<file path="config.mk">
export PLATFORM = sky130hd
export DESIGN_NAME = dcache_lookup
export DESIGN_NICKNAME = d
export VERILOG_FILES = /design/src/hw/ship_pkg.sv /design/src/hw/dcache_cfg_pkg.sv /design/src/hw/dcache_lookup.sv
export SDC_FILE = /design/constraint.sdc
export NUM_CORES = 1
export LEC_CHECK = 0
export BUFFER_PORTS_ARGS = -buffer_cell sky130_fd_sc_hd__buf_2
export CAP_MARGIN = 15
export CORE_AREA = 2 2 455 457
export DETAILED_ROUTE_END_ITERATION = 8
export DIE_AREA = 0 0 457 459
export GPL_TIMING_DRIVEN = 0
export MAX_ROUTING_LAYER = met4
export PLACE_DENSITY = 0.31
export REMOVE_ABC_BUFFERS = 1
export SYNTH_ARGS = -nofsm -noshare
export SYNTH_HDL_FRONTEND = slang
export SYNTH_SLANG_ARGS = --single-unit
</file>
<file path="constraint.sdc">
create_clock -name vclk -period 8.4
set_clock_uncertainty 0.1 [all_clocks]
set_input_delay 1.68 -clock vclk [all_inputs]
set_output_delay 1.68 -clock vclk [all_outputs]
set_load 0.02 [all_outputs]
</file>
<file path="src/hw/ship_pkg.sv">
/*
 * Signature-based reuse predictor definitions: the line signature
 * and the hit and miss events reported to the predictor.
 */
package ship_pkg;

  localparam int unsigned SigWidth = 14;

  typedef logic [SigWidth-1:0] sig_t;

  ////////////////////////////////////////////////////////////
  // predictor event
  ////////////////////////////////////////////////////////////
  // hit side comes from the lookup response cycle,
  // miss side from the fill cycle
  typedef struct packed {
    logic hit;
    sig_t hit_sig;
    logic miss;
    // signature and outcome of the evicted entry
    sig_t miss_sig;
    logic outcome;
    sig_t new_sig;
  } pred_evt_t;

endpackage

</file>
<file path="src/hw/dcache_cfg_pkg.sv">
/*
 * Data cache geometry and the structs that travel on the read,
 * fill and response ports of the cache memory block.
 */
package dcache_cfg_pkg;

  ////////////////////////////////////////////////////////////
  // geometry
  ////////////////////////////////////////////////////////////
  localparam int unsigned NumWays      = 4;
  localparam int unsigned NumSets      = 16;
  localparam int unsigned IdxWidth     = $clog2(NumSets);
  localparam int unsigned TagWidth     = 10;
  localparam int unsigned WordsPerLine = 4;
  localparam int unsigned OffWidth     = $clog2(WordsPerLine);
  localparam int unsigned WayWidth     = $clog2(NumWays);

  typedef logic [NumWays-1:0] way_vec_t;
  // one line indexed by word offset
  typedef logic [WordsPerLine-1:0][63:0] line_t;

  typedef struct packed {
    logic                vld;
    logic [TagWidth-1:0] tag;
  } tag_entry_t;

  ////////////////////////////////////////////////////////////
  // port structs
  ////////////////////////////////////////////////////////////
  typedef struct packed {
    logic [IdxWidth-1:0] idx;
    logic [OffWidth-1:0] off;
  } rd_cmd_t;

  // arrives one cycle after the acked read
  typedef struct packed {
    logic [TagWidth-1:0] tag;
    ship_pkg::sig_t      sig;
  } rd_late_t;

  typedef struct packed {
    logic                vld;
    way_vec_t            way_we;
    way_vec_t            vld_bits;
    logic [TagWidth-1:0] tag;
    logic [IdxWidth-1:0] idx;
    line_t               data;
    ship_pkg::sig_t      sig;
  } fill_t;

  typedef struct packed {
    logic     valid;
    way_vec_t hit_oh;
    way_vec_t vld_bits;
    logic [63:0] data;
  } rd_rsp_t;

  // way number of a one-hot way vector or zero for an empty one
  function automatic logic [WayWidth-1:0] way_oh2bin(way_vec_t oh);
    logic [WayWidth-1:0] bin;
    bin = '0;
    for (int w = 0; w < NumWays; w++) begin
      if (oh[w]) begin
        bin = WayWidth'(w);
      end
    end
    return bin;
  endfunction

endpackage

</file>
<file path="src/hw/dcache_lookup.sv">
/*
 * Tag compare and read-out mux.
 * Builds the hit vector from the late tag, encodes the hit way and picks
 * the addressed word out of the hit line.
 */
`timescale 1ns/1ps

module dcache_lookup (
  input  logic                                                    lkp_valid_i,
  input  logic [dcache_cfg_pkg::OffWidth-1:0]                     lkp_off_i,
  input  dcache_cfg_pkg::rd_late_t                                rd_late_i,
  input  dcache_cfg_pkg::tag_entry_t [dcache_cfg_pkg::NumWays-1:0] tag_rdata_i,
  input  dcache_cfg_pkg::line_t [dcache_cfg_pkg::NumWays-1:0]     line_rdata_i,
  output dcache_cfg_pkg::rd_rsp_t                                 rd_rsp_o,
  output logic [dcache_cfg_pkg::WayWidth-1:0]                     hit_way_o
);

  import dcache_cfg_pkg::*;

  way_vec_t            vld_bits;
  way_vec_t            hit_oh;
  logic [WayWidth-1:0] hit_way;
  line_t               hit_line;

  ////////////////////////////////////////////////////////////
  // tag compare
  ////////////////////////////////////////////////////////////
  for (genvar w = 0; w < NumWays; w++) begin : gen_cmp
    assign vld_bits[w] = tag_rdata_i[w].vld;
    // only a valid entry can hit, and only in the response cycle
    assign hit_oh[w]   = lkp_valid_i & vld_bits[w] &
                         (tag_rdata_i[w].tag == rd_late_i.tag);
  end

  // at most one way holds a given tag, so the encode is exact
  assign hit_way  = way_oh2bin(hit_oh);
  assign hit_line = line_rdata_i[hit_way];

  ////////////////////////////////////////////////////////////
  // response
  ////////////////////////////////////////////////////////////
  always_comb begin
    rd_rsp_o          = '0;
    rd_rsp_o.valid    = lkp_valid_i;
    rd_rsp_o.hit_oh   = hit_oh;
    rd_rsp_o.vld_bits = vld_bits;
    // zero on a miss
    if (|hit_oh) begin
      rd_rsp_o.data = hit_line[lkp_off_i];
    end
  end

  assign hit_way_o = hit_way;

endmodule

</file>
# == Yosys cells after proc, flatten, opt, wreduce, memory -nomap -nowiden ==
# Cells that the tools add are included.
# word_totals
output_inout_bits,75
ff_bits,0
# op_classes
eq_ne,4
n_lt_le_gt_ge,2
mux,8
bitwise,8
reduce_logical,1
# ops
cell,count
$bmux W256 S2,1
$mux W256,1
$bmux W64 S2,1
$mux W64,2
$eq A10 B10 Y1,4
$and A1 B1 Y1,8
$lt A2 B3 Y1 const B,2
$mux W2,2
$reduce_or A4 Y1,1
$mux W1,1

# == Logic depth before layout (Yosys ltp) ==
# logic_depth
depth_word,10
depth_mapped,11

# == Least setup slack after synthesis ==
# OpenSTA, ideal clock, no wires.
# synth_path
kind,input -> output
from,input port rd_late_i[21] (netlist name)
to,output port rd_rsp_o[10] (netlist name)
t_required_ps,6620
arrival_time_ps,4027
cell_stages,8
path_slack_ps,2593
path_cell_list,xnor2_1 nand3_1 or4_4 nor4_4 nor3_4 buf_6 a221o_1 nor4_1
# synth_rtl
element,line,rtl
start: declaration,dcache_lookup.sv:11,"input dcache_cfg_pkg::rd_late_t rd_late_i,"
end: declaration,dcache_lookup.sv:14,"output dcache_cfg_pkg::rd_rsp_t rd_rsp_o,"

==> results.sh <==
export IMPL_status="complete, but fails checks"
export IMPL_violations="negative setup slack"
export IMPL_wire_per_inst_um=34.4
export IMPL_routed_wl_mm=181
export IMPL_track_usage=0.167
export IMPL_dr_first_iter_drc_count=1361
export IMPL_ff_latch_area_um2=0
export IMPL_crit_arrival_ps=6790
export IMPL_routabilityCongestion=0.867
export IMPL_die_area_um2=210000
export IMPL_fmax_ghz=0.117
export IMPL_leakagePower_nw=7.51
export IMPL_vias_per_cell=3.49
export IMPL_mappedNetlistArea_um2=8750
export IMPL_place_port_buffers=1156
export IMPL_met2_usage=0.276
export IMPL_ir_drop_v=0.0000194
export IMPL_required_ps=6620
export IMPL_layout_commonest_cell="buf_2"
export IMPL_std_cell_rows=167
export IMPL_drive_gt1_frac=0.504
export IMPL_fin_nets=3559
export IMPL_grt_pass1_wl_mm=218
export IMPL_rsz0062_at_grt="no"
export IMPL_top_usage_layer="met2"
export IMPL_ys_types=40
export IMPL_grt_overflow_total=0
export IMPL_ioPinCount=1170
export IMPL_synth_warnings=0
export IMPL_firstDrtPassIters=6
export IMPL_die_h_um=459
export IMPL_hp_class="primary input to output pin"
export IMPL_areaGrowthSynthToFinish_pct=113
export IMPL_design_core_area_um2=206000
export IMPL_grt_start_max_net_pins=88
export IMPL_cp_end_kind="output pin"
export IMPL_startpoint_type="primary input"
export IMPL_cts_setup_buffers=0
export IMPL_synth_avg_cell_area_um2=6.07
export IMPL_place_hpwl_mm=161
export IMPL_route_antenna_remaining_nets=0
export IMPL_setup_tns_ps=-174
export IMPL_die_x_um=457
export IMPL_drc_errors=0
export IMPL_seq_cells=0
export IMPL_finalHoldViolCount=0
export IMPL_post_route_min_period_ps=8570
export IMPL_grt_pass1_vias=17905
export IMPL_worst_path_buf_inv=4
export IMPL_slowest_stage="nor4_1"
export IMPL_post_route_period_util=1.02
export IMPL_met3_usage=0.0632
export IMPL_max_cap_violations=0
export IMPL_mostFrequentLayoutCells="1,156 x buf_2, 272 x nand2_1, 183 x o21ai_0, 176 x a211oi_1, 125 x a31oi_1"
export IMPL_finalSetupViolations=1
export IMPL_critical_path_max_stage_delay_ps=1080
export IMPL_synthCells=1441
export IMPL_clkbuf_count=0
export IMPL_power_density_nw_per_um2=31.3
export IMPL_post_route_util=0.0904
export IMPL_start_util=0.0425
export IMPL_seq_area_frac_synth=0
export IMPL_path_max_fanout=33
export IMPL_report_final_slew_viol_count=0
export IMPL_setup_slack_ps=-174
export IMPL_critPathTopFamily="simple AND/OR/NAND/NOR gates"
export IMPL_antenna_found_initial=257
export IMPL_detailroute_via_count=18449
export IMPL_worstPathCellList="buf_2, xor2_1, nor4_2, nand3_4, buf_12, nand2b_4, buf_16, o22ai_1, a221o_1, nor4_1, buf_2"
export IMPL_crit_type="primary input to output pin"
export IMPL_grt_use_met1=0.192
export IMPL_slew_headroom=0.118
export IMPL_cp_common_cell="buf_2"
export IMPL_worst_slew_pin_slew_ps=1310
final timing paths:
kind | from | cells past startpoint | to
setup / recovery | rd_late_i[20] | 11 | rd_rsp_o[28]
hold / removal | tag_rdata_i[32] | 2 | rd_rsp_o[66]
synth_stat cells:
master	instances	area, um2
a211oi_1	176	1320
a21o_1	14	105
a21oi_1	69	345
a221o_1	60	601
a221o_2	3	33.8
a31o_2	1	8.76
a31oi_1	126	788
and2_1	1	6.26
and3_1	1	6.26
buf_1	2	7.51
buf_2	26	130
buf_4	16	120
buf_6	7	78.8
clkbuf_1	135	507
clkinv_1	1	3.75
inv_1	1	3.75
inv_2	1	3.75
mux2i_1	119	1190
nand2_1	273	1020
nand2_2	1	6.26
nand2b_1	5	31.3
nand3_1	13	65.1
nand3_2	1	10.0
nand4_1	1	6.26
nor2_1	6	22.5
nor2b_1	1	6.26
nor3_1	8	40.0
nor3_4	1	16.3
nor4_1	62	388
nor4_2	4	50.1
nor4_4	1	21.3
nor4b_1	1	8.76
o211ai_1	7	52.6
o21ai_0	183	916
o22ai_1	70	438
o31ai_1	2	15.0
or2_2	1	6.26
or4_4	1	11.3
xnor2_1	5	43.8
xor2_1	35	307
where the power goes:
part           internal [mW]  switching (mW)   total, mW  leakage, nW
registers                  0               0           0            0
logic                  0.260           0.323       0.583         7.51
clock network     0.00000162               0  0.00000162     0.000718
total                  0.260           0.323       0.583         7.51
logic make-up after synthesis:
| group | after synthesis | share of synthesized area |
|---|---|---|
| simple gates | 382 | 0.197 |
| xor+xnor | 40 | 0.0401 |
| mux | 119 | 0.136 |
| buf+inv | 189 | 0.0977 |
| compound gates | 711 | 0.529 |
area by class of cell:
type	instances	area [um2]
tap	2704	3380
fill	24585	187000
antenna	115	288
inverter	3	21.3
multi-input combinational	1254	8050
timing repair buffer	1205	6840
routing by layer:
| metal | wire length [um] | share of wire | vias up |
|---|---|---|---|
| li1 | - | - | 7892 |
| met1 | 73600 | 0.41 | 8876 |
| met2 | 83800 | 0.46 | 1385 |
| met3 | 18800 | 0.10 | 296 |
| met4 | 5260 | 0.029 | 0 |
| met5 | 0 | 0 | - |
per-stage QoR:
step | cell area [um2] | hold slack, ps | setup WS, ps | power (mW) | instances
after floorplan | 7900 | 3260 | -4210 | 0.123 | 1255
after global placement | 17100 | 3610 | -16580 | 0.566 | 5115
after detailed placement | 18300 | 3610 | 51.6 | 0.584 | 5164
after CTS | 18300 | 3610 | 37.9 | 0.587 | 5164
after global routing | 18500 | 3630 | 2.76 | 0.619 | 5260
final | 18600 | 3590 | -174 | 0.583 | 5281
what timing repair did:
action | in CTS | in global routing
hold buffers | 0 | 0
endpoints found under the hold margin | 0 | 0
setup endpoints to repair | 0 | 1
resized for setup | 0 | 4
No activity file was read; power rests on OpenSTA's default activity.
