--- config.mk ---
export PLATFORM = sky130hd
export DESIGN_NAME = ship_history
export DESIGN_NICKNAME = d
export VERILOG_FILES = /design/src/hw/ship_pkg.sv /design/src/hw/dcache_cfg_pkg.sv /design/src/hw/ship_history.sv
export SDC_FILE = /design/constraint.sdc
export NUM_CORES = 2
export LEC_CHECK = 0
export BUFFER_PORTS_ARGS = -buffer_cell sky130_fd_sc_hd__buf_2
export CORE_ASPECT_RATIO = 0.8
export CORE_MARGIN = 5
export CORE_UTILIZATION = 40
export DETAILED_ROUTE_END_ITERATION = 16
export GPL_TIMING_DRIVEN = 0
export PLACE_DENSITY = 0.61
export SLEW_MARGIN = 20
export SYNTH_ARGS = -nofsm -noshare
export SYNTH_HDL_FRONTEND = slang
export SYNTH_SLANG_ARGS = --single-unit
--- constraint.sdc ---
create_clock -name clk_i -period 2.7 [get_ports clk_i]
set_input_delay 0.54 -clock clk_i [delete_from_list [all_inputs] [get_ports clk_i]]
set_output_delay 0.54 -clock clk_i [all_outputs]
set_load 0.005 [all_outputs]
--- src/hw/ship_pkg.sv ---
/*
 * Signature-based reuse predictor definitions: the line signature
 * and the hit and miss events reported to the predictor.
 */
package ship_pkg;

  localparam int unsigned SigWidth = 14;

  typedef logic [SigWidth-1:0] sig_t;

  ////////////////////////////////////////////////////////////
  // predictor event
  ////////////////////////////////////////////////////////////
  // hit side comes from the lookup response cycle,
  // miss side from the fill cycle
  typedef struct packed {
    logic hit;
    sig_t hit_sig;
    logic miss;
    // signature and outcome of the evicted entry
    sig_t miss_sig;
    logic outcome;
    sig_t new_sig;
  } pred_evt_t;

endpackage

--- src/hw/dcache_cfg_pkg.sv ---
/*
 * Data cache geometry and the structs that travel on the read,
 * fill and response ports of the cache memory block.
 */
package dcache_cfg_pkg;

  ////////////////////////////////////////////////////////////
  // geometry
  ////////////////////////////////////////////////////////////
  localparam int unsigned NumWays      = 4;
  localparam int unsigned NumSets      = 16;
  localparam int unsigned IdxWidth     = $clog2(NumSets);
  localparam int unsigned TagWidth     = 10;
  localparam int unsigned WordsPerLine = 4;
  localparam int unsigned OffWidth     = $clog2(WordsPerLine);
  localparam int unsigned WayWidth     = $clog2(NumWays);

  typedef logic [NumWays-1:0] way_vec_t;
  // one line indexed by word offset
  typedef logic [WordsPerLine-1:0][63:0] line_t;

  typedef struct packed {
    logic                vld;
    logic [TagWidth-1:0] tag;
  } tag_entry_t;

  ////////////////////////////////////////////////////////////
  // port structs
  ////////////////////////////////////////////////////////////
  typedef struct packed {
    logic [IdxWidth-1:0] idx;
    logic [OffWidth-1:0] off;
  } rd_cmd_t;

  // arrives one cycle after the acked read
  typedef struct packed {
    logic [TagWidth-1:0] tag;
    ship_pkg::sig_t      sig;
  } rd_late_t;

  typedef struct packed {
    logic                vld;
    way_vec_t            way_we;
    way_vec_t            vld_bits;
    logic [TagWidth-1:0] tag;
    logic [IdxWidth-1:0] idx;
    line_t               data;
    ship_pkg::sig_t      sig;
  } fill_t;

  typedef struct packed {
    logic     valid;
    way_vec_t hit_oh;
    way_vec_t vld_bits;
    logic [63:0] data;
  } rd_rsp_t;

  // way number of a one-hot way vector or zero for an empty one
  function automatic logic [WayWidth-1:0] way_oh2bin(way_vec_t oh);
    logic [WayWidth-1:0] bin;
    bin = '0;
    for (int w = 0; w < NumWays; w++) begin
      if (oh[w]) begin
        bin = WayWidth'(w);
      end
    end
    return bin;
  endfunction

endpackage

--- src/hw/ship_history.sv ---
/*
 * Per-line signature and outcome history for the reuse predictor.
 * A fill stores the new signature and clears the outcome, a hit sets it.
 * Reports one hit event and one miss event per cycle at most.
 */
`timescale 1ns/1ps

module ship_history (
  input  logic                                clk_i,
  input  logic                                rst_ni,
  input  dcache_cfg_pkg::fill_t               fill_i,
  input  logic                                hit_i,
  input  logic [dcache_cfg_pkg::WayWidth-1:0] hit_way_i,
  input  logic [dcache_cfg_pkg::IdxWidth-1:0] lkp_idx_i,
  output ship_pkg::pred_evt_t                 pred_o
);

  import dcache_cfg_pkg::*;
  import ship_pkg::*;

  sig_t                sig_q     [NumSets][NumWays];
  logic                outcome_q [NumSets][NumWays];
  logic [WayWidth-1:0] fill_way;

  assign fill_way = way_oh2bin(fill_i.way_we);

  ////////////////////////////////////////////////////////////
  // history arrays
  ////////////////////////////////////////////////////////////
  always_ff @(posedge clk_i or negedge rst_ni) begin
    if (!rst_ni) begin
      for (int s = 0; s < NumSets; s++) begin
        for (int w = 0; w < NumWays; w++) begin
          sig_q[s][w]     <= '0;
          outcome_q[s][w] <= 1'b0;
        end
      end
    end else begin
      for (int s = 0; s < NumSets; s++) begin
        for (int w = 0; w < NumWays; w++) begin
          // fill beats a hit on the same entry
          if (fill_i.vld && fill_i.way_we[w] && fill_i.idx == IdxWidth'(s)) begin
            sig_q[s][w]     <= fill_i.sig;
            outcome_q[s][w] <= 1'b0;
          end else if (hit_i && hit_way_i == WayWidth'(w) &&
                       lkp_idx_i == IdxWidth'(s)) begin
            outcome_q[s][w] <= 1'b1;
          end
        end
      end
    end
  end

  ////////////////////////////////////////////////////////////
  // predictor events
  ////////////////////////////////////////////////////////////
  always_comb begin
    pred_o      = '0;
    pred_o.hit  = hit_i;
    pred_o.miss = fill_i.vld;
    if (hit_i) begin
      pred_o.hit_sig = sig_q[lkp_idx_i][hit_way_i];
    end
    // victim state is read before the fill overwrites it
    if (fill_i.vld) begin
      pred_o.miss_sig = sig_q[fill_i.idx][fill_way];
      pred_o.outcome  = outcome_q[fill_i.idx][fill_way];
      pred_o.new_sig  = fill_i.sig;
    end
  end

endmodule

## Word-level counts from Yosys, hierarchy flattened

Index checks and enable logic that the tools add are counted.

- Input port bits: 302
- Register bits: 960

- Bitwise logic cells: 4
- $lt $le $gt $ge: 4
- Equal/unequal tests: 33
- Reduce and logical (&&, ||, !) cells: 203
- Muxes and demuxes: 151

Operators with widths:

| cell | count |
|---|---|
| 56-bit binary-select mux with 4-bit select | 2 |
| 56-bit 2-to-1 mux | 4 |
| 1-bit logical AND | 136 |
| 1-bit 2-to-1 mux | 131 |
| 2-bit nonzero test | 64 |
| 14-bit 2-to-1 mux | 5 |
| 4-bit equality test (second input constant) | 16 |
| 14-bit binary-select mux with 2-bit select | 2 |
| 4-bit by 3-bit equality test with 1-bit output (second input constant) | 8 |
| 29-bit 2-to-1 mux | 1 |
| 4-bit binary-select mux with 4-bit select | 1 |
| 4-bit by 2-bit equality test with 1-bit output (second input constant) | 4 |
| 5-bit greater-or-equal comparator (second input constant) | 2 |
| 4-bit inverter with 5-bit output | 2 |
| 4-bit by 1-bit equality test with 1-bit output (second input constant) | 2 |
| 4-bit logical NOT | 2 |
| 4-bit 2-to-1 mux | 2 |
| 3-bit greater-or-equal comparator (second input constant) | 2 |
| 2-bit inverter with 3-bit output | 2 |
| 2-bit equality test (second input constant) | 2 |
| 2-bit 2-to-1 mux | 2 |
| 1-bit binary-select mux with 2-bit select | 1 |
| 2-bit by 1-bit equality test with 1-bit output (second input constant) | 1 |
| 2-bit logical NOT | 1 |

## Logic depth before layout (Yosys ltp)

- Depth after elaboration: 8
- Gate-level depth with buffers: 10
- Mapped depth without buffers: 6

## Worst setup path before layout

Ideal clock, no wire load.

- Path type: in2out
- Start: in lkp_idx_i[1] (netlist bit)
- End: out pred_o[32] (netlist bit)
- Data arrival time: 2.333 ns
- Stages on the path: 7
- Buffers on the path: 3
- Slack: -0.173 ns
- Cell sequence: buf_4 -> buf_2 -> clkbuf_1 -> mux4_2 -> mux4_2 -> a22oi_1 -> nand2_1

RTL lines:

| what | RTL line | source |
|---|---|---|
| start, declared | ship_history.sv:14 | `input logic [dcache_cfg_pkg::IdxWidth-1:0] lkp_idx_i,` |
| end, declared | ship_history.sv:15 | `output ship_pkg::pred_evt_t pred_o` |

==> results.yml <==
outcome:
  status: "complete, but fails checks"
  violations: "negative setup slack"
yosys:
  synth_fa_ha_area_share_pct: 0
  synth_top_family_by_area: "multiplexers"
  synth_edf_count: 0
  dominantRegCellSynth: "dfrtp_1"
  syn_avg_cell_area_sq_um: 14.67
  ys_async_sr_fraction_pct: 100.0
  synth_compound_area_share_pct: 4.405
  ys_ff_latch: 960
  netlist_area_sq_mm: 0.05119
  synth_xor_area_share_pct: 0
  synth_top_area_share_pct: 46.93
  syn_nets: 3792
  synth_warnings: 0
  synthMuxAreaShare_pct: 42.67
  synth_top_cell_by_area: "dfrtp_1"
  netlist_instances: 3490
  ys_seq_area_share_pct: 46.93
  yosysUniqueCellTypes: 46
  synth_simple_gate_area_share_pct: 2.672
  synthTopCellsByArea: "dfrtp_1, mux2_2, mux4_2"
sta:
  final-max-slew-violation-count: 0
  hold_viol: 0
  worst_pin_slew_ns: 1.318
  tns_ns: -23.97
  setup_slack_ns: -0.6100
  setup_viol: 119
  fin_crit_sh_pct: 122.6
  finalClockSkew_ns: 0
  fmaxAchievable_ghz: 0.3021
  fin_crit_ns: 3.310
  rsz0062_at_grt: "yes"
  slew-limit-headroom_pct: 12.15
finish:
  layout.nets: 4075
  drive_gt1_share_pct: 54.86
  final_util_pct: 48.72
  nFillCells: 10950
  final_cell_mix: "dfrtp_1, mux2_2, mux4_2"
  area.growth.synth_to_final_pct: 21.07
  layout_commonest_cell: "dfrtp_1"
detailed_routing:
  wl_per_cell_um: 42.63
  antenna_left: 0
  drt_wl_total_um: 235600
  drtPass1Iterations: 8
  viasPerCell: 6.819
  first_iter_violations: 5834
  via_count: 37700
  drc_errors: 0
clock_network:
  cts_buffer_depth: 3
  clockRootBuffer: "clkbuf_16"
  h-tree-depth: 3
  cts_sinks: 960
  clock_latency_ns: 0.73
  numCtsBuffers: 102
  cts_tree: "done"
  path_clk_slew_ns: 0.07
global_route:
  grt_max_degree: 131
  track_usage_pct: 34.33
  busiest_layer: "met1"
  first_global_vias: 36830
  grtUsageMet1_pct: 46.67
  use_met2_pct: 46.47
  gr-total-overflow: 0
  gr-usage-met3_pct: 14.17
  grt_first_pass_wirelength_um: 315500
  antenna_found_initial: 11
worst_setup_path:
  worstSetupStartpointType: "primary input"
  worstPathArrival_ns: 2.77
  path_max_fanout: 5
  crit_path_end_kind: "primary output"
  crit_required_ns: 2.16
  critPathKind: "in -> out"
die:
  fp.dieArea_sq_mm: 0.1353
  start_util_pct: 40.24
  row_count: 117
  die_x_um: 409.9
  core_area_sq_mm: 0.1272
  io_pins: 347
  chipHeight_um: 330.0
power_and_ir_drop:
  power_leakage_nw: 26.44
  peakVddDrop_mv: 0.5294
  powerDensity_mw_per_mm2: 737.2
  fin_total_pwr_mw: 45.69
placed_design:
  io_buffer_count: 56
  gp_congestion: 1.042
  post-dp-hpwl_um: 172400
  post-place-ws_ns: -2.309
worst_hold_path:
  hold_class: "in -> async"
job:
  drv_cap: 0
[registers in the layout, indices dropped and copies added (netlist names)]
register,flops
outcome_q,64
sig_q,896
[through the flow]
step	std cells	hold WS, ns	area, sq um
after floorplan	3490	0.2444	51280
after global placement	5212	0.4720	53640
after detailed placement	5221	0.4401	53940
after CTS	5499	0.2878	61310
after global routing	5525	0.3385	61970
final	5528	0.3172	61970
[cell families (layout without fill, tap and decap cells)]
logic type,Yosys count,count (layout)
multiplexers,1528,1528
AO/OA/AOI/OAI,360,360
flip-flops,960,960
other,0,5
AND/OR/NAND/NOR,284,285
buffers and inverters,358,724
[report_power, final]
group	total, mW	switching [mW]	leakage (nW)	internal, mW
registers	19.3	2.11	12.3	17.2
clock network	15.2	6.57	1.75	8.67
logic	11.1	5.29	12.4	5.85
total	45.7	14.0	26.4	31.7
[worst max-delay path, stage by stage]
cell and delay [ns]:
buf_12 0.10, buf_12 0.13, buf_12 0.16, buf_16 0.15
buf_12 0.15, mux4_2 0.58, mux4_2 0.54, a22oi_2 0.13
nand2_1 0.12, buf_2 0.15
[cell usage after synthesis (6+ instances only)]
library cell	instances
a211oi_1	30
a21o_1	7
a21oi_1	149
a221oi_1	16
a22oi_1	55
and2_1	21
buf_1	29
buf_2	112
buf_4	43
buf_6	7
clkbuf_1	165
dfrtp_1	960
mux2_1	13
mux2_2	911
mux2i_1	173
mux4_2	431
nand2_1	97
nand2_2	6
nand2b_1	8
nand3_1	27
nor2_1	68
nor2_2	7
nor2b_1	12
nor3_1	18
o2111ai_1	9
o21ai_0	22
o22ai_1	49
o2bb2ai_1	6
[timing repair]
item,CTS,global route
gates cloned,4,3
pin swaps,57,29
setup buffers,88,23
endpoints found under the setup margin,375,226
endpoints found under the hold margin,46,0
hold buffers,1,0
resized for setup,647,89
[final cells by class]
cell class / count / area (sq um) / share of cell area [%]
Multi-Input combinational cell: 2173 / 26930 / 43.45
Tap cell: 1666 / 2085 / 3.364
Sequential cell: 960 / 24020 / 38.76
Clock inverter: 44 / 526.8 / 0.8500
Buffer: 352 / 3427 / 5.530
Clock buffer: 144 / 3014 / 4.864
Timing Repair Buffer: 182 / 1952 / 3.150
Antenna cell: 5 / 12.51 / 0.02019
Inverter: 2 / 7.507 / 0.01211
[worst paths after layout]
path | start | endpoint | slack (ns) | cells after the start
hold reg to reg | outcome_q[0]$_DFFE_PN0P_ | outcome_q[0]$_DFFE_PN0P_ | 0.50 | 2
max in group asynchronous | rst_ni | sig_q[194]$_DFFE_PN0P_ | 0.38 | 5
min in group clk_i | hit_way_i[0] | outcome_q[13]$_DFFE_PN0P_ | 0.34 | 4
hold / removal | rst_ni | sig_q[758]$_DFFE_PN0P_ | 0.32 | 2
setup / recovery | lkp_idx_i[0] | pred_o[32] | -0.61 | 10
setup reg to reg | sig_q[487]$_DFFE_PN0P_ | sig_q[487]$_DFFE_PN0P_ | 1.78 | 2
[per-layer routing]
metal	wire (um)	part of all wire (%)	vias to the layer above
met1	93330	40	20340
met4	15690	6.7	10
met3	31960	14	582
li1	-	-	14090
met2	94610	40	2677
met5	65	0.028	-
No activity file was read; power rests on OpenSTA's default activity.
