### config.mk
export PLATFORM = sky130hd
export DESIGN_NAME = dcache_req_stage
export DESIGN_NICKNAME = d
export VERILOG_FILES = /design/src/hw/ship_pkg.sv /design/src/hw/dcache_cfg_pkg.sv /design/src/hw/dcache_req_stage.sv
export SDC_FILE = /design/constraint.sdc
export NUM_CORES = 1
export LEC_CHECK = 0
export ABC_CLOCK_PERIOD_IN_PS = 1020
export BUFFER_PORTS_ARGS = -buffer_cell sky130_fd_sc_hd__buf_2
export CORE_AREA = 2 2 126 128
export CTS_CLUSTER_SIZE = 12
export DETAILED_ROUTE_END_ITERATION = 10
export DIE_AREA = 0 0 128 130
export PLACE_DENSITY = 0.4
export SYNTH_ARGS = -nofsm -noshare
export SYNTH_HDL_FRONTEND = slang
export SYNTH_SLANG_ARGS = --single-unit
### constraint.sdc
create_clock -name clk_i -period 1.02 [get_ports clk_i]
set_input_delay 0.153 -clock clk_i [delete_from_list [all_inputs] [get_ports clk_i]]
set_output_delay 0.153 -clock clk_i [all_outputs]
set_load 0.05 [all_outputs]
### src/hw/ship_pkg.sv
/*
 * Signature-based reuse predictor definitions: the line signature
 * and the hit and miss events reported to the predictor.
 */
package ship_pkg;

  localparam int unsigned SigWidth = 14;

  typedef logic [SigWidth-1:0] sig_t;

  ////////////////////////////////////////////////////////////
  // predictor event
  ////////////////////////////////////////////////////////////
  // hit side comes from the lookup response cycle,
  // miss side from the fill cycle
  typedef struct packed {
    logic hit;
    sig_t hit_sig;
    logic miss;
    // signature and outcome of the evicted entry
    sig_t miss_sig;
    logic outcome;
    sig_t new_sig;
  } pred_evt_t;

endpackage

### src/hw/dcache_cfg_pkg.sv
/*
 * Data cache geometry and the structs that travel on the read,
 * fill and response ports of the cache memory block.
 */
package dcache_cfg_pkg;

  ////////////////////////////////////////////////////////////
  // geometry
  ////////////////////////////////////////////////////////////
  localparam int unsigned NumWays      = 4;
  localparam int unsigned NumSets      = 16;
  localparam int unsigned IdxWidth     = $clog2(NumSets);
  localparam int unsigned TagWidth     = 10;
  localparam int unsigned WordsPerLine = 4;
  localparam int unsigned OffWidth     = $clog2(WordsPerLine);
  localparam int unsigned WayWidth     = $clog2(NumWays);

  typedef logic [NumWays-1:0] way_vec_t;
  // one line indexed by word offset
  typedef logic [WordsPerLine-1:0][63:0] line_t;

  typedef struct packed {
    logic                vld;
    logic [TagWidth-1:0] tag;
  } tag_entry_t;

  ////////////////////////////////////////////////////////////
  // port structs
  ////////////////////////////////////////////////////////////
  typedef struct packed {
    logic [IdxWidth-1:0] idx;
    logic [OffWidth-1:0] off;
  } rd_cmd_t;

  // arrives one cycle after the acked read
  typedef struct packed {
    logic [TagWidth-1:0] tag;
    ship_pkg::sig_t      sig;
  } rd_late_t;

  typedef struct packed {
    logic                vld;
    way_vec_t            way_we;
    way_vec_t            vld_bits;
    logic [TagWidth-1:0] tag;
    logic [IdxWidth-1:0] idx;
    line_t               data;
    ship_pkg::sig_t      sig;
  } fill_t;

  typedef struct packed {
    logic     valid;
    way_vec_t hit_oh;
    way_vec_t vld_bits;
    logic [63:0] data;
  } rd_rsp_t;

  // way number of a one-hot way vector or zero for an empty one
  function automatic logic [WayWidth-1:0] way_oh2bin(way_vec_t oh);
    logic [WayWidth-1:0] bin;
    bin = '0;
    for (int w = 0; w < NumWays; w++) begin
      if (oh[w]) begin
        bin = WayWidth'(w);
      end
    end
    return bin;
  endfunction

endpackage

### src/hw/dcache_req_stage.sv
/*
 * Request stage of the cache memory block.
 * Fills win over reads, the array address is muxed between the two and
 * the lookup context is held for the cycle in which the arrays answer.
 */
`timescale 1ns/1ps

module dcache_req_stage (
  input  logic                                clk_i,
  input  logic                                rst_ni,
  input  logic                                rd_req_i,
  input  dcache_cfg_pkg::rd_cmd_t             rd_cmd_i,
  input  dcache_cfg_pkg::fill_t               fill_i,
  output logic                                rd_ack_o,
  output dcache_cfg_pkg::way_vec_t            tag_req_o,
  output logic                                tag_we_o,
  output logic                                data_req_o,
  output logic [dcache_cfg_pkg::IdxWidth-1:0] arr_idx_o,
  output logic                                lkp_valid_o,
  output logic [dcache_cfg_pkg::IdxWidth-1:0] lkp_idx_o,
  output logic [dcache_cfg_pkg::OffWidth-1:0] lkp_off_o
);

  import dcache_cfg_pkg::*;

  logic                rd_acked;
  logic                lkp_valid_q;
  logic [IdxWidth-1:0] lkp_idx_q;
  logic [OffWidth-1:0] lkp_off_q;

  ////////////////////////////////////////////////////////////
  // array access
  ////////////////////////////////////////////////////////////
  // a fill stalls the read, requester holds its request
  assign rd_acked = rd_req_i & ~fill_i.vld;
  assign rd_ack_o = rd_acked;

  // fill touches one way, a read looks at all of them
  always_comb begin
    if (fill_i.vld) begin
      tag_req_o = fill_i.way_we;
    end else if (rd_acked) begin
      tag_req_o = '1;
    end else begin
      tag_req_o = '0;
    end
  end

  // tag entry is always rewritten so the valid bit can drop
  assign tag_we_o   = fill_i.vld;
  // the line write is skipped when the filled way stays invalid
  assign data_req_o = fill_i.vld & (|(fill_i.way_we & fill_i.vld_bits));

  assign arr_idx_o = fill_i.vld ? fill_i.idx : rd_cmd_i.idx;

  ////////////////////////////////////////////////////////////
  // lookup context
  ////////////////////////////////////////////////////////////
  always_ff @(posedge clk_i or negedge rst_ni) begin
    if (!rst_ni) begin
      lkp_valid_q <= 1'b0;
      lkp_idx_q   <= '0;
      lkp_off_q   <= '0;
    end else begin
      lkp_valid_q <= rd_acked;
      if (rd_acked) begin
        lkp_idx_q <= rd_cmd_i.idx;
        lkp_off_q <= rd_cmd_i.off;
      end
    end
  end

  assign lkp_valid_o = lkp_valid_q;
  assign lkp_idx_o   = lkp_idx_q;
  assign lkp_off_o   = lkp_off_q;

endmodule

# Word level (Yosys, flattened, before mapping)
# Index checks and enable logic that the tools add are counted.
# classes
mux,3
n_reduce_logical,1
bitwise,4
# op_table
operator,count
4-bit 2-to-1 mux,3
4-bit bitwise AND,1
4-bit OR reduction,1
1-bit bitwise AND,2
1-bit NOT,1
# totals
out_inout_bits,18
regBits,7
wordCells,11
input_bits,302

# Longest topological paths before layout
# Gate-level depths: netlist of the first run.
# logic_depth
ltp_word,4
ltp_mapped,4
ltp_nobuf,2

# Worst setup path after synthesis of the first run
# No wires, ideal clock.
# synth_path
path_type,input to output
start,input fill_i[292] in the netlist's numbering
end,output data_req_o
path_buffers,1
path_stages,2
t_required_ns,0.867
arrival_ns,1.415
setup_slack_ns,-0.548
path_cell_list,buf_6 > a21boi_0
# synth_via
elab_chain_len,1
# synth_lines
item,line,rtl
from (decl),dcache_req_stage.sv:13,"input dcache_cfg_pkg::fill_t fill_i,"
1-bit bitwise AND,dcache_req_stage.sv:52,assign data_req_o = fill_i.vld & (|(fill_i.way_we & fill_i.vld_bits));
to (decl),dcache_req_stage.sv:17,"output logic data_req_o,"
# No other way between the ends.

# Worst setup path after layout of the first run
# layout_path
start,register lkp_off_q[1] (netlist: lkp_off_o[1])
end,output lkp_off_o[1] in the netlist's numbering
# layout_lines
item,line,rtl
from (decl),dcache_req_stage.sv:29,logic [OffWidth-1:0] lkp_off_q;
from (signal assigned),dcache_req_stage.sv:68,lkp_off_q <= rd_cmd_i.off;
to (decl),dcache_req_stage.sv:21,output logic [dcache_cfg_pkg::OffWidth-1:0] lkp_off_o
# No word-level cell between the ends.

==> flow_metrics.py, run 1 <==
metrics = {
    "cts": {
        "clk_pin_slew_ps": 40,
        "insertion_delay_ps": 230,
        "cts_num_sinks": 7,
        "root_buffer": "clkbuf_16",
        "cts_max_level": 1,
        "cts_tree": "done",
        "cts_buffers": 3,
        "cts_buffer_depth": 2,
    },
    "layout": {
        "fin_cells": 269,
        "final-seq-area_um2": 175,
        "num_antenna_cells": 0,
        "synthToLayoutAreaGrowth_pct": 138,
        "fillers": 1832,
        "final_layout_size_suffix_gt1_share_pct": 74.0,
        "fin_nets": 380,
        "multi_input_area_um2": 205,
    },
    "timing": {
        "slew_viol_final": 0,
        "clock_skew_ps": 0,
        "setup_ws_ps": 19.1,
        "rsz0062_at_grt": "no",
        "max_slew_margin_pct": 83.3,
        "period_minus_slack_ps": 1000,
        "max_clock_freq_ghz": 0.999,
        "setup_viol": 0,
        "tightestPinTransition_ps": 252,
        "fin_crit_sh_pct": 98.1,
        "hold_viol_final": 0,
    },
    "placement": {
        "post-place-ws_ps": -172,
        "portBuffers": 39,
        "gp_congestion": 0.619,
        "dp.cells": 262,
        "post-dp-hpwl_um": 1470,
    },
    "worst_setup_path": {
        "cp.buffers_inverters": 1,
        "cp_max_fo": 2,
        "slowest_stage": "dfrtp_1",
        "start_kind": "flip-flop",
        "crit_chain": "buf_2",
        "required_ps": 870,
        "cp.arrival_ps": 850,
        "worstSetupPathType": "reg -> out",
        "max_stage_delay_ps": 350,
        "path_delay_family": "flip-flops",
        "crit_path_end_kind": "output pin",
    },
    "detailed_routing": {
        "ant_nets": 0,
        "drc": 0,
        "routed-via-count": 417,
        "drt_iter0_markers": 7,
        "routed_wl_um": 1760,
        "firstDrtPassIters": 4,
        "vias_per_cell": 1.55,
        "wire_per_inst_um": 6.54,
    },
    "floorplanning": {
        "ios": 320,
        "chipWidth_um": 128,
        "start_util_pct": 2.64,
        "core_region_area_mm2": 0.0154,
        "rows": 46,
        "floorplan.die_area_mm2": 0.0166,
        "die_h_um": 130,
    },
    "outcome": {
        "outcome": "complete, no violations",
    },
    "synth": {
        "yosys_register_bits": 7,
        "synth_top_cells_by_count": "8 x nand2_1, 7 x dfrtp_1, 5 x mux2_2, 5 x mux2_4",
        "synth_area_um2": 407,
        "netlist.area_leader.share_pct": 43.1,
        "netlist_instances": 33,
        "ys.warnings.count": 0,
        "synth_area_leaders": "dfrtp_1 43%, mux2_4 18%, mux2_2 14%",
        "syn_nets": 335,
        "yosysSeqAreaShare_pct": 43.1,
        "synth.most_common_cell": "nand2_1",
        "synthFlopType": "dfrtp_1",
        "synth.distinct_cells": 10,
        "avgSynthCellArea_um2": 12.3,
        "synth-edff-count": 0,
        "async_reset_ff_share_pct": 100,
        "synth_area_leader_cell": "dfrtp_1",
    },
    "grt": {
        "grt_pass1_vias": 395,
        "overflow": 0,
        "grtUsageTotal_pct": 2.29,
        "grt_pass1_wl_um": 2370,
        "antenna_found_initial": 0,
        "grt_max_degree": 8,
    },
    "job": {
        "cap_violations": 0,
    },
    "min_path": {
        "hp-class": "in -> reg",
    },
    "pwr": {
        "p_leak_nw": 0.427,
        "ir_worst_vdd_uv": 454,
        "power_density_mw_per_mm2": 1590,
    },
}
==> path summary, 6_finish.rpt <==
check / slack, ps / to / cells after the start / start
max: 20 / lkp_off_o[1] / 1 / lkp_off_o[1]
min: 150 / lkp_off_o[0] / 2 / rd_cmd_i[0]
max reg2reg: 270 / lkp_off_o[0] / 1 / lkp_off_o[0]
min reg2reg: 510 / lkp_idx_o[1] / 1 / lkp_idx_o[1]
max in group asynchronous: 540 / lkp_idx_o[0] / 2 / rst_ni
min in group asynchronous: 310 / lkp_valid_o / 2 / rst_ni
==> through the flow <==
stage                     cell area, um^2  setup TNS, ps  util [%]  power [W]  hold WS, ps
after floorplan                       410          -62.3         -   0.000698         -143
final                                 967              0      6.27    0.00154          155
after global routing                  967              0      6.27    0.00162          150
after CTS                             957              0      6.21    0.00157          148
after detailed placement              823          -2010      5.34   0.000835         22.0
after global placement                823          -1950      5.34   0.000836         18.3
==> flip-flops by register name, indices dropped and copies added (netlist names) <==
| name | cells |
|---|---|
| lkp_idx_o | 4 |
| lkp_off_o | 2 |
| lkp_valid_o | 1 |
==> logic make-up (layout without fill, tap and decap cells) <==
kind of cell | count (synthesis) | after routing | share of synthesized area (%)
AND/OR/NAND/NOR | 9 | 9 | 10.8
multiplexers | 10 | 10 | 32.3
flip-flops | 7 | 7 | 43.1
buffers and inverters | 4 | 48 | 8.31
AO/OA/AOI/OAI | 3 | 3 | 5.54
==> area by class of cell <==
| cell class | instances | share of cell area, % |
|---|---|---|
| clock buffers | 4 | 8.15 |
| well taps | 192 | 24.8 |
| inverters | 1 | 0.388 |
| repair buffers | 43 | 27.3 |
| flip-flops and latches | 7 | 18.1 |
| multi-input cells | 22 | 21.2 |
==> where the power goes <==
part           switching [W]  leakage (nW)  internal (W)  total [W]
sequential         0.0000216        0.0833      0.000317   0.000338
combinational       0.000343         0.305      0.000185   0.000528
clock               0.000152        0.0382      0.000521   0.000673
==> placed cells by master, fill, tap and decap left out, drive strengths merged <==
cell         synthesis  final
nand2                8      8
dlygate4sd3          0      1
a21boi               1      1
clkbuf               0      7
inv                  1      1
nand2b               1      1
dfrtp                7      7
mux2                10     10
buf                  3     39
a22oi                2      2
==> routing by layer <==
layer	routed length (um)	track usage, %
met3	163	1.56
met1	773	2.82
met5	0	0
met2	781	2.86
met4	40	1.36
==> repair_timing <==
item                       in CTS  in global routing
cloned                          0                  0
hold buffers                    1                  0
buffers inserted                2                  0
hold endpoints to repair        7                  0
setup endpoints to repair      10                  4
resized for setup              11                  5
Note: power is estimated with default switching activity, not from simulation.
==> run 2, diff against run 1 <==
Settings changed: PLACE_DENSITY 0.4 to not set.
==> flow_metrics.py, run 2 (synthesis gave the netlist of run 1 again) <==
metrics = {
    "placement": {
        "gp_congestion": 0.649,
        "portBuffers": 39,
        "post-dp-hpwl_um": 1380,
    },
    "worst_setup_path": {
        "crit_chain": "buf_2",
        "cp_max_fo": 2,
        "path_delay_family": "flip-flops",
        "cp-startpoint": "lkp_idx_o[0]",
        "cp.arrival_ps": 840,
        "slowest_stage": "dfrtp_1",
        "worstSetupPathType": "reg -> out",
        "rr_startpoint": "lkp_idx_o[3]",
        "crit_path_end_kind": "output pin",
        "cp.buffers_inverters": 1,
        "required_ps": 870,
        "start_kind": "flip-flop",
        "max_stage_delay_ps": 340,
    },
    "floorplanning": {
        "ios": 320,
        "chipWidth_um": 128,
        "floorplan.die_area_mm2": 0.0166,
        "rows": 46,
        "start_util_pct": 2.64,
        "core_region_area_mm2": 0.0154,
        "die_h_um": 130,
    },
    "detailed_routing": {
        "routed_wl_um": 1660,
        "firstDrtPassIters": 2,
        "routed-via-count": 419,
        "ant_nets": 0,
        "drt_iter0_markers": 4,
        "drc": 0,
        "wire_per_inst_um": 6.17,
        "vias_per_cell": 1.56,
    },
    "timing": {
        "slew_viol_final": 0,
        "clock_skew_ps": 0,
        "hold_viol_final": 0,
        "setup_viol": 0,
        "max_clock_freq_ghz": 1.01,
        "fin_crit_sh_pct": 97.1,
        "tightestPinTransition_ps": 263,
        "rsz0062_at_grt": "no",
        "max_slew_margin_pct": 82.5,
        "period_minus_slack_ps": 990,
    },
    "min_path": {
        "hold_start": "rd_cmd_i[0]",
        "hp-class": "in -> reg",
    },
    "grt": {
        "antenna_found_initial": 0,
        "grtUsageTotal_pct": 2.16,
        "overflow": 0,
        "grt_max_degree": 9,
        "grt_pass1_vias": 423,
        "grt_pass1_wl_um": 2260,
    },
    "layout": {
        "fillers": 1823,
        "fin_nets": 380,
        "largest_reg_flops": 4,
        "final_layout_size_suffix_gt1_share_pct": 74.0,
        "multi_input_area_um2": 205,
        "final_cell_mix": "24 x buf_2, 10 x buf_4, 8 x nand2_1",
        "mostFrequentLayoutCell": "buf_2",
        "num_antenna_cells": 0,
        "synthToLayoutAreaGrowth_pct": 140,
        "final-seq-area_um2": 175,
        "post-route-util_pct": 6.33,
    },
    "cts": {
        "root_buffer": "clkbuf_16",
        "cts_tree": "done",
        "insertion_delay_ps": 230,
        "cts_max_level": 1,
        "cts_buffers": 3,
        "clk_pin_slew_ps": 40,
        "cts_buffer_depth": 2,
        "cts_num_sinks": 7,
    },
    "pwr": {
        "p_seq_share_pct": 21.8,
        "power.total_w": 0.00155,
        "switchingPower_w": 0.000520,
        "swShare_pct": 33.6,
        "ir_worst_vdd_uv": 407,
        "power_density_mw_per_mm2": 1590,
        "comb_power_share_pct": 34.4,
        "p_leak_nw": 0.429,
        "pwr-share-clk_pct": 43.7,
        "internal_power_w": 0.00103,
    },
    "outcome": {
        "outcome": "complete, no violations",
    },
    "job": {
        "cap_violations": 0,
    },
}
run 2: final timing paths:
check,end,slack (ps),cells past startpoint
max in group asynchronous,lkp_idx_o[0],530,2
worst min register to register,lkp_idx_o[0],510,1
worst max register to register,lkp_idx_o[3],270,1
worst max-delay path,lkp_idx_o[0],30,1
worst min-delay path,lkp_off_o[0],150,2
min in group asynchronous,lkp_idx_o[2],320,2
run 2: final cells by class:
| cell class | instances | area share [%] |
|---|---|---|
| Tap cell | 192 | 24.6 |
| Timing Repair Buffer | 43 | 27.9 |
| Inverter | 1 | 0.385 |
| Multi-Input combinational cell | 22 | 21.0 |
| Clock buffer | 4 | 8.08 |
| Sequential cell | 7 | 17.9 |
run 2: repair_timing:
| item | CTS | global route |
|---|---|---|
| setup endpoints to repair | 10 | 9 |
| hold endpoints to repair | 7 | 0 |
| gates resized for setup | 11 | 7 |
| buffers inserted | 2 | 0 |
| hold buffers | 1 | 0 |
run 2: layer usage:
layer	share of wire [%]	up-vias	global-route usage, %
met2	46	29	2.96
met1	41	191	2.28
met5	0	-	0
li1	-	197	-
met3	7.5	2	0.902
met4	5.0	0	2.71
run 2: power by group through the flow:
| stage | clock, W | combinational, W | sequential (W) |
|---|---|---|---|
| global route | 0.000720 | 0.000563 | 0.000343 |
| global placement | 0 | 0.000489 | 0.000340 |
| finish | 0.000677 | 0.000533 | 0.000338 |
| detailed placement | 0 | 0.000491 | 0.000340 |
| floorplan | 0 | 0.000227 | 0.000471 |
| CTS | 0.000704 | 0.000521 | 0.000338 |
run 2: through the flow:
step / hold WS [ps] / std cells / cell area (um^2) / TNS [ps] / worst slack [ps]
2_1_floorplan: -143 / 33 / 410 / -62.3 / -15.3
3_3_place_gp: 23.6 / 262 / 823 / -1690 / -145
3_5_place_dp: 24.4 / 262 / 823 / -1610 / -138
4_1_cts: 147 / 269 / 957 / 0 / 3.95
5_1_grt: 155 / 269 / 976 / 0 / 6.74
6_report: 152 / 269 / 976 / 0 / 29.6
