==> src/hw/dcache_sram.sv <==
/*
 * Generic single-port array built from flops.
 * One access per cycle, read data registered, contents cleared on reset.
 */
`timescale 1ns/1ps

module dcache_sram #(
  parameter type         entry_t    = logic,
  parameter int unsigned NumEntries = 16
) (
  input  logic                          clk_i,
  input  logic                          rst_ni,
  input  logic                          req_i,
  input  logic                          we_i,
  input  logic [$clog2(NumEntries)-1:0] addr_i,
  input  entry_t                        wdata_i,
  output entry_t                        rdata_o
);

  entry_t mem_q [NumEntries];
  entry_t rdata_q;

  // write has priority, a write cycle leaves the read data unchanged
  always_ff @(posedge clk_i or negedge rst_ni) begin
    if (!rst_ni) begin
      for (int i = 0; i < NumEntries; i++) begin
        mem_q[i] <= '0;
      end
      rdata_q <= '0;
    end else if (req_i) begin
      if (we_i) begin
        mem_q[addr_i] <= wdata_i;
      end else begin
        rdata_q <= mem_q[addr_i];
      end
    end
  end

  assign rdata_o = rdata_q;

endmodule

==> config.mk <==
export PLATFORM = sky130hd
export DESIGN_NAME = dcache_sram
export DESIGN_NICKNAME = d
export VERILOG_FILES = /design/src/hw/dcache_sram.sv
export SDC_FILE = /design/constraint.sdc
export NUM_CORES = 1
export LEC_CHECK = 0
export BUFFER_PORTS_ARGS = -buffer_cell sky130_fd_sc_hd__buf_2
export CORE_ASPECT_RATIO = 1.1
export CORE_MARGIN = 3
export CORE_UTILIZATION = 45
export DETAILED_ROUTE_END_ITERATION = 8
export GPL_TIMING_DRIVEN = 0
export PLACE_DENSITY = 0.75
export SYNTH_ARGS = -nofsm -noshare
export SYNTH_HDL_FRONTEND = slang
export SYNTH_SLANG_ARGS = --single-unit
==> constraint.sdc <==
create_clock -name clk_i -period 1.05 [get_ports clk_i]
set_input_delay 0.105 -clock clk_i [delete_from_list [all_inputs] [get_ports clk_i]]
set_output_delay 0.105 -clock clk_i [all_outputs]
set_load 0.05 [all_outputs]
Word-level counts from Yosys, hierarchy flattened
Cells that the tools add are included.
- output and inout bits: 1
- logic and storage cells: 30
- bits in registers: 17
- mux-type cells: 6
- bitwise operators: 2
- order comparisons: 2
- reduce and logical (&&, ||, !) cells: 3
- operators by type and width (cell ; number):
    16-bit bitwise mux ; 1
    5-bit greater-or-equal comparator (second input constant) ; 1
    5-bit by 1-bit less-than comparator with 1-bit output (second input constant) ; 1
    4-bit NOT with 5-bit output ; 1
    1-bit binary-select mux with 4-bit select ; 1
    1-bit demux with 4-bit select ; 1
    2-bit AND reduction ; 2
    1-bit two-way mux ; 3
    1-bit logical AND ; 1
    1-bit NOT ; 1

Logic depth before layout (Yosys ltp)
Gate-level depths: netlist of the first run.
- depth in word-level cells: 6
- mapped depth: 5
- depth with buffers taken out: 4

Worst setup path before layout of the first run
No wires, ideal clock.
- path kind: in2reg
- from: input port addr_i[3]
- to: register mem_q[11] (netlist name)
- data required time: 0.925 ns
- arrival time: 1.108 ns
- cell stages on the path: 4
- setup slack: -0.183 ns
- buffers on the path: 1
- library setup time: 0.125 ns
- path through: buf_6 -> nand2b_1 -> or4_1 -> mux2_4
- cells in the longest elaborated chain, start to end: 6
- elaborated cells between the ends (all ways): 7
- RTL lines (element ; line ; text):
    start, declared ; 15 ; input logic [$clog2(NumEntries)-1:0] addr_i,
    4-bit NOT with 5-bit output (not written as such) (*) ; 32 ; mem_q[addr_i] <= wdata_i;
    5-bit greater-or-equal comparator (not written as such) or 5-bit by 1-bit less-than comparator with 1-bit output (tied branches) ; 32 ;
    1-bit logical AND (not written as such) ; 32 ;
    1-bit two-way mux (not written as such) ; 32 ;
    1-bit demux with 4-bit select (*) ; 32 ;
    16-bit bitwise mux (*) ; 32 ;
    end signal, assigned by index ; 32 ;
    end, declared ; 20 ; entry_t mem_q [NumEntries];
Every way passes the cells marked *; elsewhere a longest branch is shown, timed or not.
A chain may end at the register's enable or synchronous reset.

Final worst setup path of the first run
- from: register mem_q[12] (netlist name)
- to: register rdata_q (netlist: rdata_o)
- cells in the longest elaborated chain, start to end: 3
- RTL lines (element ; line ; text):
    1-bit binary-select mux with 4-bit select ; 34 ; rdata_q <= mem_q[addr_i];
    1-bit two-way mux (not written as such) (2 in a row) ; 34 ;
    end signal, assigned ; 34 ;
    end, declared ; 21 ; entry_t rdata_q;
No other way between the ends. The select of a mux whose other input is x is not followed.

==> results of run 1 <==
power groups by stage:
| stage | Sequential [W] | Combinational [W] | Clock [W] |
|---|---|---|---|
| 3_5_place_dp | 0.000855 | 0.000339 | 0 |
| 4_1_cts | 0.000843 | 0.000361 | 0.000364 |
| 2_1_floorplan | 0.000853 | 0.000241 | 0 |
| 3_3_place_gp | 0.000849 | 0.000328 | 0 |
| 5_1_grt | 0.000863 | 0.000423 | 0.000388 |
| 6_report | 0.000849 | 0.000388 | 0.000351 |
cells in the mapped netlist:
cell	number
dfrtp_1	17
nand2b_1	2
nand2b_4	1
inv_1	1
nand3_1	1
buf_4	1
nor4b_1	1
or4_1	2
nand4_1	1
nor2_1	10
nand3b_1	1
mux2_2	14
clkbuf_4	1
mux2i_1	4
a31oi_1	2
nor3b_1	1
nand2_1	3
mux4_2	2
nor3_1	5
a21oi_1	1
nand4b_1	2
mux2_4	2
clkbuf_1	1
o211ai_1	1
buf_6	2
cells by family (layout without fill, tap and decap cells):
group	count (synthesis)	after routing	synth area share
AND/OR/NAND/NOR	30	30	0.179
multiplexers	22	22	0.291
flip-flops	17	17	0.455
buffers and inverters	6	25	0.0481
AO/OA/AOI/OAI	4	4	0.0267
critical path, stage by stage (launching register included):
cell and delay, ns:
dfrtp_1 0.39, mux4_2 0.46, o211ai_1 0.21, a31oi_1 0.10
final cells by class:
| type | instances | area (sq um) |
|---|---|---|
| flip-flops and latches | 17 | 425 |
| plain buffers | 5 | 55.1 |
| clock buffers | 4 | 26.3 |
| well taps | 27 | 33.8 |
| fillers | 168 | 733 |
| inverters | 1 | 3.75 |
| multi-input cells | 56 | 497 |
| repair buffers | 15 | 108 |
routing by layer:
layer	up-vias	GRT usage	part of all wire
li1	327	-	-
met1	345	0.191	0.44
met4	0	0.129	0.040
met5	-	0	0
met2	26	0.283	0.46
met3	8	0.0388	0.058
timing repair:
action,4_1_cts,5_1_grt
setup endpoints to repair,4,8
hold buffers,1,0
endpoints found under the hold margin,17,0
setup buffers,5,1
gates resized for setup,3,9
pin swaps,1,4
sequential cells by signal, indices dropped and copies added, names as in the netlist:
name,flops
mem_q,16
rdata_o,1
how the worst max path moves through the flow:
stage | startpoint | to | slack (ns) | depth (start not counted)
floorplan | addr_i[3] | mem_q[11] | -0.18 | 4
global placement | addr_i[1] | mem_q[14] | -0.34 | 5
detailed placement | addr_i[1] | mem_q[14] | -0.37 | 5
CTS | mem_q[12] | rdata_o | -0.25 | 3
global route | mem_q[12] | rdata_o | -0.30 | 3
finish | mem_q[12] | rdata_o | -0.23 | 3
per-stage QoR:
| step | util | hold WS, ns | area, sq um |
|---|---|---|---|
| floorplan | - | -0.191 | 947 |
| global placement | 0.543 | 0.0442 | 1020 |
| detailed placement | 0.543 | 0.0526 | 1020 |
| CTS | 0.591 | 0.129 | 1110 |
| global route | 0.610 | 0.149 | 1150 |
| finish | 0.610 | 0.143 | 1150 |
==> results.ini, run 1 <==
[detailed_routing]
drt_iter0_drc=13
wl_per_cell_um=15.6
vias_per_cell=5.65
antenna_left=0
drcViolationCount=0
dr.pass1.iters=4
routed-via-count=706
postRouteWirelength_um=1950

[logic_synthesis]
synth_top_area_share=0.455
synth_warnings=0
netlist_area_sq_um=936
ys_ff_latch=17
yosysSeqAreaShare=0.455
synth_area_leaders=dfrtp_1 (45%), mux2_2 (17%), mux4_2 (4.8%), mux2i_1 (4.3%), nor2_1 (4.0%)
yosysTopAreaCell=dfrtp_1
synth_fp_nets=88
ys_types=25
postSynthAreaPerCell_sq_um=11.8
syn-instance-count=79

[cells_and_area]
layout_common_cells=dfrtp_1 (17), mux2_2 (10), nor2_1 (9)
drive_above_1_share=0.459
nNetsFinal=108
stdcell_count=125
area_growth_pct=22.7
antennaDiodeCount=0
layout_commonest_cell=dfrtp_1

[clock_network]
cts-buffers-inserted=3
root_buffer=clkbuf_4
htreeDepth=1
path_clk_slew_ns=0.09
insertion_delay_ns=0.29
cts.path.max_buffers=2
cts.sinks=17
cts_tree=yes

[floorplanning]
start_util=0.497
die-area_sq_um=2660
die_w_um=49.5
ios=10
die_h_um=53.8
design.core.area_sq_um=1880
row_count=16

[pwr]
pwr-share-comb=0.244
p_leak_nw=0.511
power.total_w=0.00159
switching_share=0.272
irDropWorstVdd_uv=944
clockPowerShare=0.221
p_seq_frac=0.535
power_density_nw_per_um2=1380
internal_power_w=0.00116
power.switching_w=0.000432

[global_routing]
track_usage=0.169
grt_start_max_net_pins=18
grt_pass1_vias=730
grt_pass1_wl_um=3290
grt_antenna_before_repair=0
grt_overflow=0

[critical_path]
worstSetupPathType=flip-flop to flip-flop
worstPathArrival_ns=1.45
cp-start-kind=flip-flop
reg2reg_from=mem_q[12]
cp_max_fo=2
endpoint_kind=flip-flop
rr_worst_depth=3
crit_required_ns=1.22
critical_path.reg2reg.endpoint=rdata_o
reg2reg_slack_ns=-0.23

[outcome]
violations=negative setup slack
outcome=finished, violations left

[place]
pre_cts_ws_ns=-0.366
gp_congestion=0.800
placed_cells=114
port_buffers=8
hpwl_um=1290

[sta]
timing.final.ws_setup_ns=-0.229
fin_worst_skew_ns=0.00230
period_share=1.22
rsz0062_at_grt=yes
min_period_ns=1.28
fin_setup_tns_ns=-0.229
max_slew_margin=0.733
slew_violations=0
setup_viol=1
max_freq_mhz=782
max_slew.worst_pin.slew_ns=0.400
hold_violations=0

[min_path]
hold-path-cell-count=2
min_path_type=input port to flip-flop
min_from=wdata_i
min_to=mem_q[5]

[flow_run]
max_cap_viol_count=0

No activity file was read; power rests on OpenSTA's default activity.
==> inputs of run 2 (changes only) <==
Settings changed: CORE_UTILIZATION 45 to 50, GPL_TIMING_DRIVEN 0 to 1, PLACE_DENSITY 0.75 to 0.79.
Clock period 1.05 ns to 1.3 ns, I/O delays scaled along.
==> results.ini, run 2 (synthesized netlist as in run 1, its figures left out) <==
[cells_and_area]
largest_register_ff_count=16
nNetsFinal=105
drive_above_1_share=0.411
seq_area_sq_um=425
area_growth_pct=12.3
top_register=mem_q
stdcell_count=112
layout_common_cells=dfrtp_1 (17), mux2_2 (14), nor2_1 (10)
antennaDiodeCount=0
layout_commonest_cell=dfrtp_1
nFillCells=146
multiInputGateArea_sq_um=465

[critical_path]
endpoint_kind=flip-flop
crit_path_max_incr_delay_ns=0.47
worstSetupPathType=flip-flop to flip-flop
critPathTopFamily=multiplexers
cp.buffers_inverters=0
cp_slowest_cell=mux4_2
worstPathArrival_ns=1.44
crit_path_cell_trace=mux4_2, o211ai_1, a31oi_1
cp-start-kind=flip-flop
cp_max_fo=2
crit_required_ns=1.47

[clock_network]
cts.sinks=17
cts_setup_buffers=0
root_buffer=clkbuf_4
htreeDepth=1
cts_resized=0
cts_tree=yes
insertion_delay_ns=0.29
cts.path.max_buffers=2
cts-buffers-inserted=3
path_clk_slew_ns=0.10

[floorplanning]
row_count=15
design.core.area_sq_um=1670
start_util=0.560
die_h_um=51.4
die-area_sq_um=2430
ios=10
die_w_um=47.3

[global_routing]
grt_pass1_wl_um=3020
grt_pass1_vias=665
grt_overflow=0
grt_start_max_net_pins=18
track_usage=0.176
grt_antenna_before_repair=0

[sta]
rsz0062_at_grt=yes
slew_violations=0
hold_violations=0
max_freq_mhz=791
whs_ns=0.202
fin_setup_tns_ns=0
min_period_ns=1.26
max_slew_margin=0.753
timing.final.ws_setup_ns=0.0365
setup_viol=0
fin_worst_skew_ns=0.00241
max_slew.worst_pin.slew_ns=0.370
period_share=0.972

[detailed_routing]
antenna_left=0
wl_per_cell_um=15.8
dr.pass1.iters=4
drt_iter0_drc=18
routed-via-count=664
postRouteWirelength_um=1770
drcViolationCount=0
vias_per_cell=5.93

[place]
hpwl_um=1290
placed_cells=107
port_buffers=9
pre_cts_ws_ns=-0.0186
gp_congestion=0.795

[min_path]
min_path_type=input port to flip-flop

[pwr]
irDropWorstVdd_uv=685
power.total_w=0.00124
p_leak_nw=0.475
power_density_nw_per_um2=1180

[flow_run]
max_cap_viol_count=0

[outcome]
outcome=completed

-- run 2: layout make-up --
type / count / area share
clock buffers: 3 / 0.0214
clock inverters: 1 / 0.00476
inverters: 1 / 0.00357
multi-input cells: 56 / 0.443
flip-flops and latches: 17 / 0.405
well taps: 17 / 0.0202
repair buffers: 17 / 0.102
-- run 2: layer usage --
layer / up-vias / GRT usage / routed length [um]
li1: 319 / - / -
met1: 330 / 0.228 / 834
met2: 11 / 0.281 / 858
met3: 4 / 0.0211 / 42
met4: 0 / 0.0829 / 31
met5: - / 0 / 0
-- run 2: metrics by stage --
step / cell area, sq um / util
after CTS: 1050 / 0.629
after global placement: 1010 / 0.607
after floorplan: 936 / -
after detailed placement: 1010 / 0.607
final: 1050 / 0.629
after global routing: 1050 / 0.629
-- run 2: final timing paths --
kind                            from       end  slack [ns]  cells past startpoint
max                        mem_q[13]   rdata_o        0.04                      3
min                            req_i   rdata_o        0.20                      3
max reg2reg                mem_q[13]   rdata_o        0.04                      3
min reg2reg                 mem_q[2]  mem_q[2]        0.52                      1
max in group asynchronous     rst_ni  mem_q[2]        0.76                      2
min in group asynchronous     rst_ni   rdata_o        0.28                      2
-- run 2: tightest hold or removal path: stages --
cell,delay [ns]
buf_2,0.13
a21oi_1,0.15
a31oi_1,0.05
-- run 2: what timing repair did --
item | in CTS | in global routing
endpoints found under the hold margin | 17 | 0
hold buffers | 1 | 0
setup endpoints to repair | 0 | 1
-- run 2: power by group --
part	internal (W)	leakage, nW	switching [W]
clock	0.000114	0.0177	0.000164
combinational	0.000156	0.241	0.000118
sequential	0.000629	0.216	0.0000528
==> inputs of run 3 (changes only) <==
Settings changed: ABC_AREA set to 1.
==> results.ini, run 3 <==
[outcome]
outcome=completed

[pwr]
p_leak_nw=0.495
irDropWorstVdd_uv=877
power_density_nw_per_um2=1280

[min_path]
min_path_type=input port to flip-flop

[logic_synthesis]
netlist_area_sq_um=918
yosysSeqAreaShare=0.463
synth_fp_nets=127
async_flop_share=1.00
synth_common_cells=nand2_1 (50), dfrtp_1 (17), a21oi_1 (8), a31oi_1 (8), o21ai_1 (6)
synth_edf_count=0
syn-instance-count=118
synth_top_area_share=0.463
synth_area_leaders=dfrtp_1 (46%), nand2_1 (20%), a31oi_1 (5.4%), nor3_4 (5.3%), a21oi_1 (4.4%)
synth.most_common_cell=nand2_1
ys_ff_latch=17
ys_types=18
postSynthAreaPerCell_sq_um=7.78
synth-main-ff-cell=dfrtp_1
synth_warnings=0
yosysTopAreaCell=dfrtp_1

[floorplanning]
ios=10
die_h_um=51.0
design.core.area_sq_um=1650
start_util=0.556
die-area_sq_um=2390
row_count=15
die_w_um=46.9

[sta]
fin_setup_tns_ns=0
setup_viol=0
rsz0062_at_grt=no
max_slew_margin=0.662
fin_worst_skew_ns=0.00789
min_period_ns=1.02
hold_violations=0
max_slew.worst_pin.slew_ns=0.506
timing.final.ws_setup_ns=0.275
max_freq_mhz=976
whs_ns=0.131
period_share=0.788
slew_violations=0

[clock_network]
htreeDepth=1
cts_tree=yes
root_buffer=clkbuf_4
path_clk_slew_ns=0.09
cts_resized=0
cts-buffers-inserted=3
cts.path.max_buffers=2
cts.sinks=17
insertion_delay_ns=0.29

[global_routing]
grt_start_max_net_pins=18
grt_pass1_wl_um=3330
grt_pass1_vias=748
grt_overflow=0
track_usage=0.190
grt_antenna_before_repair=0

[detailed_routing]
vias_per_cell=5.81
drt_iter0_drc=50
postRouteWirelength_um=2070
dr.pass1.iters=4
wl_per_cell_um=14.1
antenna_left=0
drcViolationCount=0
routed-via-count=854

[place]
port_buffers=9
placed_cells=142
gp_congestion=0.885
pre_cts_ws_ns=0.0973
hpwl_um=1460

[critical_path]
endpoint_kind=output pin
crit_path_cell_trace=buf_2
cp-start-kind=flip-flop
critPathTopFamily=flip-flops
crit_path_max_incr_delay_ns=0.35
cp_max_fo=2
worstPathArrival_ns=0.89
cp.buffers_inverters=1
cp_slowest_cell=dfrtp_1
worstSetupPathType=flip-flop to output pin
crit_required_ns=1.17

[cells_and_area]
top_register=mem_q
seq_area_sq_um=425
multiInputGateArea_sq_um=439
layout_common_cells=nand2_1 (50), dfrtp_1 (17), buf_2 (9)
nNetsFinal=140
largest_register_ff_count=16
area_growth_pct=9.67
layout_commonest_cell=nand2_1
stdcell_count=147
antennaDiodeCount=0
drive_above_1_share=0.169
nFillCells=166

[flow_run]
max_cap_viol_count=0

[run 3: changes by cell type after synthesis, sizes merged, moves of 2 or more]
cell / previous run / this run
nand2: 3 / 50
mux2: 16 / 0
o21ai: 0 / 8
a21oi: 1 / 8
a31oi: 2 / 8
inv: 1 / 7
mux2i: 4 / 0
nand3: 1 / 5
nand2b: 3 / 0
nor2: 10 / 7
mux4: 2 / 0
nand4b: 2 / 0
or4: 2 / 0
[run 3: path summary, 6_finish.rpt]
| path | startpoint | endpoint | slack [ns] | depth (start not counted) |
|---|---|---|---|---|
| setup / recovery | rdata_o | rdata_o | 0.28 | 1 |
| hold / removal | we_i | rdata_o | 0.13 | 4 |
| setup reg to reg | mem_q[13] | rdata_o | 0.31 | 8 |
| hold reg to reg | mem_q[14] | mem_q[14] | 0.51 | 2 |
| max in group asynchronous | rst_ni | rdata_o | 0.74 | 2 |
| min in group asynchronous | rst_ni | mem_q[3] | 0.27 | 2 |
[run 3: kinds of logic (layout without fill, tap and decap cells)]
family	count (synthesis)	after routing	share of synthesized area
simple gates	67	67	0.337
compound gates	24	24	0.142
flops	17	17	0.463
buf+inv	10	22	0.0586
[run 3: final cells by class]
type                    instances  share of cell area
well taps                      17              0.0211
multi-input cells              91               0.436
repair buffers                 11              0.0621
inverters                       7              0.0311
clock buffers                   3              0.0224
flip-flops and latches         17               0.422
clock inverters                 1             0.00497
[run 3: worst min-delay path: stages]
cell	delay, ns
buf_2	0.09
nor2_1	0.05
nor2_1	0.08
nor2_1	0.05
[run 3: per-layer routing]
layer	up-vias	wire [um]	track usage
li1	417	-	-
met1	404	1000	0.281
met2	29	957	0.290
met3	4	87	0.0211
met4	0	27	0.0553
met5	-	0	0
[run 3: timing repair]
item | 4_1_cts | 5_1_grt
hold buffers | 1 | 0
hold endpoints to repair | 17 | 0
setup buffers | 0 | 0
[run 3: through the flow]
step	power (W)	util	area [sq um]
floorplan	0.000919	-	918
global placement	0.000999	0.587	970
detailed placement	0.00101	0.587	970
CTS	0.00130	0.610	1010
global route	0.00136	0.610	1010
finish	0.00129	0.610	1010
[run 3: power by group]
| part | leakage [nW] | switching [W] | internal, W |
|---|---|---|---|
| Sequential | 0.212 | 0.0000697 | 0.000638 |
| Clock | 0.0177 | 0.000168 | 0.000115 |
| Combinational | 0.266 | 0.000186 | 0.000114 |
| Total | 0.495 | 0.000424 | 0.000866 |
